$ cat src/source/baser_pkg.sv
package baser_pkg;

    // Transcoded block geometry
    localparam int LANES   = 4;
    localparam int BLOCK_W = 64;
    localparam int XCODE_W = 257;
    localparam int CODED_W = 66;

    // 66b sync headers, bit 1 is the data flag
    localparam logic [1:0] SH_DATA = 2'b10;
    localparam logic [1:0] SH_CTRL = 2'b01;

    // Block type field, one code per control block format
    localparam logic [7:0] BT_C8   = 8'h1E;
    localparam logic [7:0] BT_S0   = 8'h78;
    localparam logic [7:0] BT_O0   = 8'h4B;
    localparam logic [7:0] BT_T0   = 8'h87;
    localparam logic [7:0] BT_T1   = 8'h99;
    localparam logic [7:0] BT_T2   = 8'hAA;
    localparam logic [7:0] BT_T3   = 8'hB4;
    localparam logic [7:0] BT_T4   = 8'hCC;
    localparam logic [7:0] BT_T5   = 8'hD2;
    localparam logic [7:0] BT_T6   = 8'hE1;
    localparam logic [7:0] BT_T7   = 8'hFF;
    // Compressed type with no matching format
    localparam logic [7:0] BT_NONE = 8'h00;

    // One 64b block, seen as eight bytes or as type byte plus body
    typedef union packed {
        logic [BLOCK_W/8-1:0][7:0] data;
        struct packed {
            logic [BLOCK_W-9:0] body;
            logic [7:0]         btype;
        } ctrl;
    } block_word_t;

    typedef struct packed {
        logic        is_data;
        block_word_t word;
    } lane_t;

    typedef struct packed {
        logic [BLOCK_W-1:0]         payload;
        logic [CODED_W-BLOCK_W-1:0] sh;
    } coded_block_t;

endpackage

$ cat src/source/baser_transcode_unpacker.sv
`timescale 1ns/10ps

module baser_transcode_unpacker (
    input  logic                          clk,
    input  logic                          i_rst,
    input  logic [baser_pkg::XCODE_W-1:0] i_rx_xcoded,
    output baser_pkg::lane_t              o_lanes [baser_pkg::LANES],
    output logic                          o_format_err,
    output baser_pkg::coded_block_t       o_rx_coded [baser_pkg::LANES]
);
    import baser_pkg::*;

    // Lane 3 placed after four flags would run past bit 256
    localparam int PAD_W = 4;
    localparam int EXT_W = XCODE_W + PAD_W;

    logic [EXT_W-1:0] xc_ext;
    logic             all_data;
    logic [LANES-1:0] flags;
    logic             seen_ctrl;

    // Full type from the low nibble kept for the first control block
    function automatic logic [7:0] restore_type(input logic [3:0] nib);
        case (nib)
            4'h1:    return BT_T6;
            4'h2:    return BT_T5;
            4'h4:    return BT_T3;
            4'h7:    return BT_T0;
            4'h8:    return BT_S0;
            4'h9:    return BT_T1;
            4'hA:    return BT_T2;
            4'hB:    return BT_O0;
            4'hC:    return BT_T4;
            4'hE:    return BT_C8;
            4'hF:    return BT_T7;
            default: return BT_NONE;
        endcase
    endfunction

    assign xc_ext   = {{PAD_W{1'b0}}, i_rx_xcoded};
    assign all_data = i_rx_xcoded[0];
    assign flags    = i_rx_xcoded[LANES:1];

    // All flags set needs the all-data header instead
    assign o_format_err = !all_data && (&flags);

    always_comb begin
        seen_ctrl = 1'b0;
        for (int k = 0; k < LANES; k++) begin
            if (all_data) begin
                o_lanes[k].is_data = 1'b1;
                o_lanes[k].word    = xc_ext[1 + BLOCK_W*k +: BLOCK_W];
            end else if (seen_ctrl) begin
                // Blocks after the first control block travel whole
                o_lanes[k].is_data = flags[k];
                o_lanes[k].word    = xc_ext[1 + BLOCK_W*k +: BLOCK_W];
            end else if (flags[k]) begin
                // Data ahead of the first control block, shifted past the flags
                o_lanes[k].is_data = 1'b1;
                o_lanes[k].word    = xc_ext[5 + BLOCK_W*k +: BLOCK_W];
            end else begin
                o_lanes[k].is_data         = 1'b0;
                o_lanes[k].word.ctrl.btype = restore_type(xc_ext[5 + BLOCK_W*k +: 4]);
                o_lanes[k].word.ctrl.body  = xc_ext[9 + BLOCK_W*k +: BLOCK_W-8];
                seen_ctrl                  = 1'b1;
            end
        end
    end

    // Rebuilt 66b blocks, one cycle behind the input
    always_ff @(posedge clk or posedge i_rst) begin
        if (i_rst) begin
            for (int k = 0; k < LANES; k++) begin
                o_rx_coded[k] <= '0;
            end
        end else begin
            for (int k = 0; k < LANES; k++) begin
                o_rx_coded[k].payload <= o_lanes[k].word;
                o_rx_coded[k].sh      <= o_lanes[k].is_data ? SH_DATA : SH_CTRL;
            end
        end
    end

endmodule

$ cat config.mk
export PLATFORM = sky130hd
export DESIGN_NAME = baser_transcode_unpacker
export DESIGN_NICKNAME = d
export VERILOG_FILES = /design/src/source/baser_pkg.sv /design/src/source/baser_transcode_unpacker.sv
export SDC_FILE = /design/constraint.sdc
export NUM_CORES = 1
export LEC_CHECK = 0
export BUFFER_PORTS_ARGS = -buffer_cell sky130_fd_sc_hd__buf_2
export CORE_AREA = 2 2 306 308
export CTS_CLUSTER_SIZE = 20
export DETAILED_ROUTE_END_ITERATION = 16
export DIE_AREA = 0 0 308 310
export GPL_TIMING_DRIVEN = 0
export HOLD_SLACK_MARGIN = 0.15
export PLACE_DENSITY = 0.33
export RECOVER_POWER = 100
export SLEW_MARGIN = 20
export SYNTH_ARGS = -nofsm -noshare
export SYNTH_HDL_FRONTEND = slang
export SYNTH_SLANG_ARGS = --single-unit
export TNS_END_PERCENT = 100
$ cat constraint.sdc
create_clock -name clk -period 13.8 [get_ports clk]
set_input_delay 1.38 -clock clk [delete_from_list [all_inputs] [get_ports clk]]
set_output_delay 1.38 -clock clk [all_outputs]
set_load 0.005 [all_outputs]
* Word-level counts from Yosys, hierarchy flattened
Memories as Yosys holds them, arrays and structs flattened.
Index checks and enable logic that the tools add are counted.
** Storage, ports and cells
- Output and inout port bits :: 525
- Bits in read-only memories :: 512
- Memories :: 4
- Flip-flop bits (word level) :: 264
- Bits in latches :: 0
- Bits in writable memories :: 0
- Input bits :: 259
** Memory list
- (name not given) :: words 16, width 8, read ports 1, clocked after memory_dff 0, write ports 0, line baser_transcode_unpacker.sv:24 : case (nib)
- (name not given) :: words 16, width 8, read ports 1, clocked after memory_dff 0, write ports 0, line baser_transcode_unpacker.sv:24
- (name not given) :: words 16, width 8, read ports 1, clocked after memory_dff 0, write ports 0, line baser_transcode_unpacker.sv:24
- (name not given) :: words 16, width 8, read ports 1, clocked after memory_dff 0, write ports 0, line baser_transcode_unpacker.sv:24
** Cells by class
- Shifts and indexed selects :: 0
- Divide/modulo/power cells :: 0
- Add/sub/neg operators :: 0
- Reduce and logical (&&, ||, !) cells :: 3
- Bitwise logic cells :: 0
- Multiplexer cells :: 23
- Equal/unequal tests :: 0
- $lt $le $gt $ge :: 0
- $mul :: 0
** Operators with widths (number)
- two-way mux 65 bit :: 11
- two-way mux 1 bit :: 8
- two-way mux 2 bit :: 4
- AND reduction 4 bit :: 1
- logical AND 1 bit :: 1
- zero test 1 bit :: 1

* Longest topological paths before layout
- Depth after elaboration :: 9
- Mapped depth :: 7
- Depth with buffers taken out :: 5

* Worst setup path before layout
No wires, ideal clock.
- Path type :: input port to output port
- Start :: input port i_rx_xcoded[2] in the netlist's numbering
- End :: output port o_lanes[35] in the netlist's numbering
- Slack :: 9.878 ns
- Required time :: 12.420 ns
- Stages :: 7
- Arrival :: 2.542 ns
- Path buffers :: 4
- Cell sequence :: buf_2 -> and4b_1 -> buf_4 -> nand2_2 -> buf_6 -> buf_6 -> mux2_4
** RTL lines
- start, declared :: line baser_transcode_unpacker.sv:6 : input logic [baser_pkg::XCODE_W-1:0] i_rx_xcoded,
- end, declared :: line baser_transcode_unpacker.sv:7 : output baser_pkg::lane_t o_lanes [baser_pkg::LANES],

==> summary by stage <==
Logic synthesis
Synthesis inferred 264 register bits. Yosys printed 0 warnings. The flip-flop cell with the highest count after synthesis is dfrtp_1. The number of distinct library cells after synthesis is 42.

The number of nets handed over by synthesis was roughly 1300. After synthesis the cells add up to ~11000 um2. The synthesized area divided by synthesized cell count is about 11 um2. Sequential cells were found to cover approximately 60% of the synthesized design area.

In the synthesized netlist, the number of instances is 977. The number of enable flip-flop cells after synthesis is 0. Of all flip-flops after synthesis, the portion carrying an async set or reset was between 90% and 100%.

Final layout
In the final layout, the registers with the most flip-flops are o_rx_coded: 264 flops. The most common cell after layout, fill and taps aside is clkbuf_1. The register name with the most flops is o_rx_coded.

The top cell types in the final layout, fill and taps aside, are clkbuf_1, nand2_1, buf_2. The area added between synthesis and finish is 54.6%. The register with the most flip-flops in the layout has 264 of them.

The number of antenna diodes in the final layout is 0. Fill cells in the final layout number between 10000 and 15000. The fraction of final layout cells with drive strength greater than 1 is around 25%. The final net count is between 2000 and 2500.

Clock network
After clock tree synthesis, the clock-pin slew on the worst setup and hold paths is approximately 0.060 ns. The tree built by TritonCTS fans out to around 260 sinks. The clock passes through at most 3 buffers. Buffers inserted to repair hold after CTS numbered 0. The post-CTS setup buffer count is 0. Clock tree synthesis inserted a total of 36 buffers.

The root buffer cell is clkbuf_16. The number of gates resized after cts is 0. The clock tree from TritonCTS is yes. The deepest level of the CTS H-tree is 2.

STA
The number of failing setup endpoints in the final timing report is 0. Summed over all failing endpoints, the final setup total negative slack is 0 ns. Dividing the final minimum period by the clock period gives 58.7%. The smallest clock period supported by the final layout is computed as around 8.1 ns.

Derived from the worst setup path, the maximum achievable clock frequency is 0.123 GHz. The worst slew margin relative to its limit is -218%. The number of hold-slack violations in the final timing report is 0.

The transition time of the tightest slew-check pin is around 4.8 ns. The max-slew violation total from the final report is roughly 180. Setup repair after global routing left no endpoint under its margin.

Placed design
The detailed placement HPWL is approximately 50000 um. The final weighted congestion of routability-driven global placement is 0.858. Input and output buffers added on the ports amount to a little under 800.

Floorplan
The initial core utilization is 11.8%. In this run the vertical extent of the chip is 310 um. The number of primary I/O pins is ~780.

The horizontal die dimension is approximately 300 um. The core region is between 90000 and 100000 um2. The full die area is 95500 um2. The placement row count is approximately 110.

Global routing
The first global-routing pass estimated around 80000 um of wire. Global routing used 3.56% of the available met3 tracks. The sum of overflow across all layers after global routing is 0. The global routing met2 resource utilization is around a fifth. The routing usage on met1 is 13.8%. Entering global routing, the biggest net connects 94 pins. The via count of the first global-routing pass came to between 10000 and 15000. The most used routing layer in global routing is met2. The initial antenna violation count is 8. The total routing resource utilization after global routing is a little under an eighth.

Route
In the routed design, unresolved DRC markers number 0. The detailed-route wire length is ~58000 um. Once detail routing completed, the nets flagged for antenna violations numbered 0.

The mean number of vias per cell is between 3 and 4. The average wire per standard cell is about 19 um. The detailed router's first-iteration violation count is approximately 400. The number of vias after detailed routing is approximately 10000.

For this run, the detailed router's first-pass iteration total came to 4.

Pwr
The switching power of the nets is 0.000590 W. The cell-internal power is 0.00155 W. The combinational cell fraction of total power is roughly 15%. Summed over all cells, the static leakage comes to between 7 and 8 nW. The total power is approximately 0.0021 W. In this run switching power makes up 27.6% of total power. In this run the power density over the cells is about 130 nW/um2. In this run, flip-flops and latches consume between 30 and 40% of the power. Of the total power, the clock network draws between 40% and 50%. The worst-case vdd ir drop is approximately 97 uV.

Job
The tool flagged a number of max-cap violations equal to 2.

Critical path
The arrival time at the worst endpoint is 7.63 ns. The critical path endpoint category is an asynchronous set/reset pin. The data required time of the critical path is 13.32 ns.

The worst setup path is launched from an input port. The largest fanout on the critical path is 93. The worst setup path is of the input port to asynchronous set/reset pin kind.

Outcome
The run finished, with violations left. The checks that failed: capacitance limit, slew limit.

Worst hold path
The worst hold path belongs to the class input port to flip-flop.
[power by group through the flow]
stage / Clock [W] / Sequential [W] / Combinational, W
after floorplan: 0 / 0.000864 / 0.000121
after global routing: 0.00105 / 0.000848 / 0.000358
final: 0.000976 / 0.000843 / 0.000323
after CTS: 0.00102 / 0.000841 / 0.000364
after detailed placement: 0 / 0.000855 / 0.000363
after global placement: 0 / 0.000856 / 0.000363
[kinds of logic (layout without fill, tap and decap cells)]
family / Yosys count / after routing / synth area share [%]
buffers and inverters: 74 / 917 / 3.08
AO/OA/AOI/OAI: 63 / 63 / 3.49
flip-flops: 264 / 264 / 60.4
AND/OR/NAND/NOR: 411 / 411 / 15.1
multiplexers: 137 / 137 / 15.1
adder cells (fa/ha/maj): 20 / 20 / 2.29
XOR/XNOR: 8 / 8 / 0.640
[cell usage after synthesis, types with 8 or more instances]
master | count | share of area (%)
dfrtp_1 | 264 | 60
nor2_1 | 8 | 0.27
mux2_2 | 91 | 9.4
buf_2 | 20 | 0.91
o21ai_0 | 38 | 1.7
ha_1 | 20 | 2.3
inv_1 | 17 | 0.58
mux2i_1 | 18 | 1.6
nor2b_1 | 11 | 0.63
mux2_4 | 25 | 3.4
clkbuf_1 | 30 | 1.0
nand2_1 | 367 | 13
[path summary, 6_finish.rpt]
kind                                  start                   endpoint  slack, ns  cells after the start
min in group asynchronous             i_rst   o_rx_coded[78]$_DFF_PP0_       2.20                      2
max in group clk             i_rx_xcoded[1]               o_lanes[130]       8.13                      7
worst min-delay path       i_rx_xcoded[153]   o_rx_coded[92]$_DFF_PP0_       1.05                      3
worst max-delay path                  i_rst  o_rx_coded[136]$_DFF_PP0_       5.70                      3
[routing by layer]
| layer | wire, um | up-vias |
|---|---|---|
| met5 | 79 | - |
| met4 | 1510 | 12 |
| met3 | 4310 | 82 |
| met2 | 28900 | 428 |
| met1 | 23500 | 5116 |
| li1 | - | 4832 |
[per-stage QoR]
step	setup slack, ns	util (%)	hold slack (ns)	area, um2	cells
2_1_floorplan	5.15	-	1.53	10900	977
3_3_place_gp	1.07	17.7	1.61	16300	2954
3_5_place_dp	8.30	17.7	1.55	16400	2956
4_1_cts	8.30	19.1	0.935	17600	3017
5_1_grt	4.16	18.3	1.01	16900	3017
6_report	5.70	18.3	1.05	16900	3017
[area by class of cell]
class	count	area, um2	area share [%]
sequential	264	6610	39.1
clock inverter	8	125	0.740
tap	1197	1500	8.86
timing repair buffer	782	3400	20.1
buffer	57	219	1.29
clock buffer	53	1100	6.48
multi-input combinational	639	3900	23.1
inverter	17	65.1	0.385
[worst max-delay path, stage by stage]
cell,delay [ns]
buf_2,0.10
clkinvlp_2,2.50
clkbuf_1,3.39
Power figures use the tool's default switching activity.
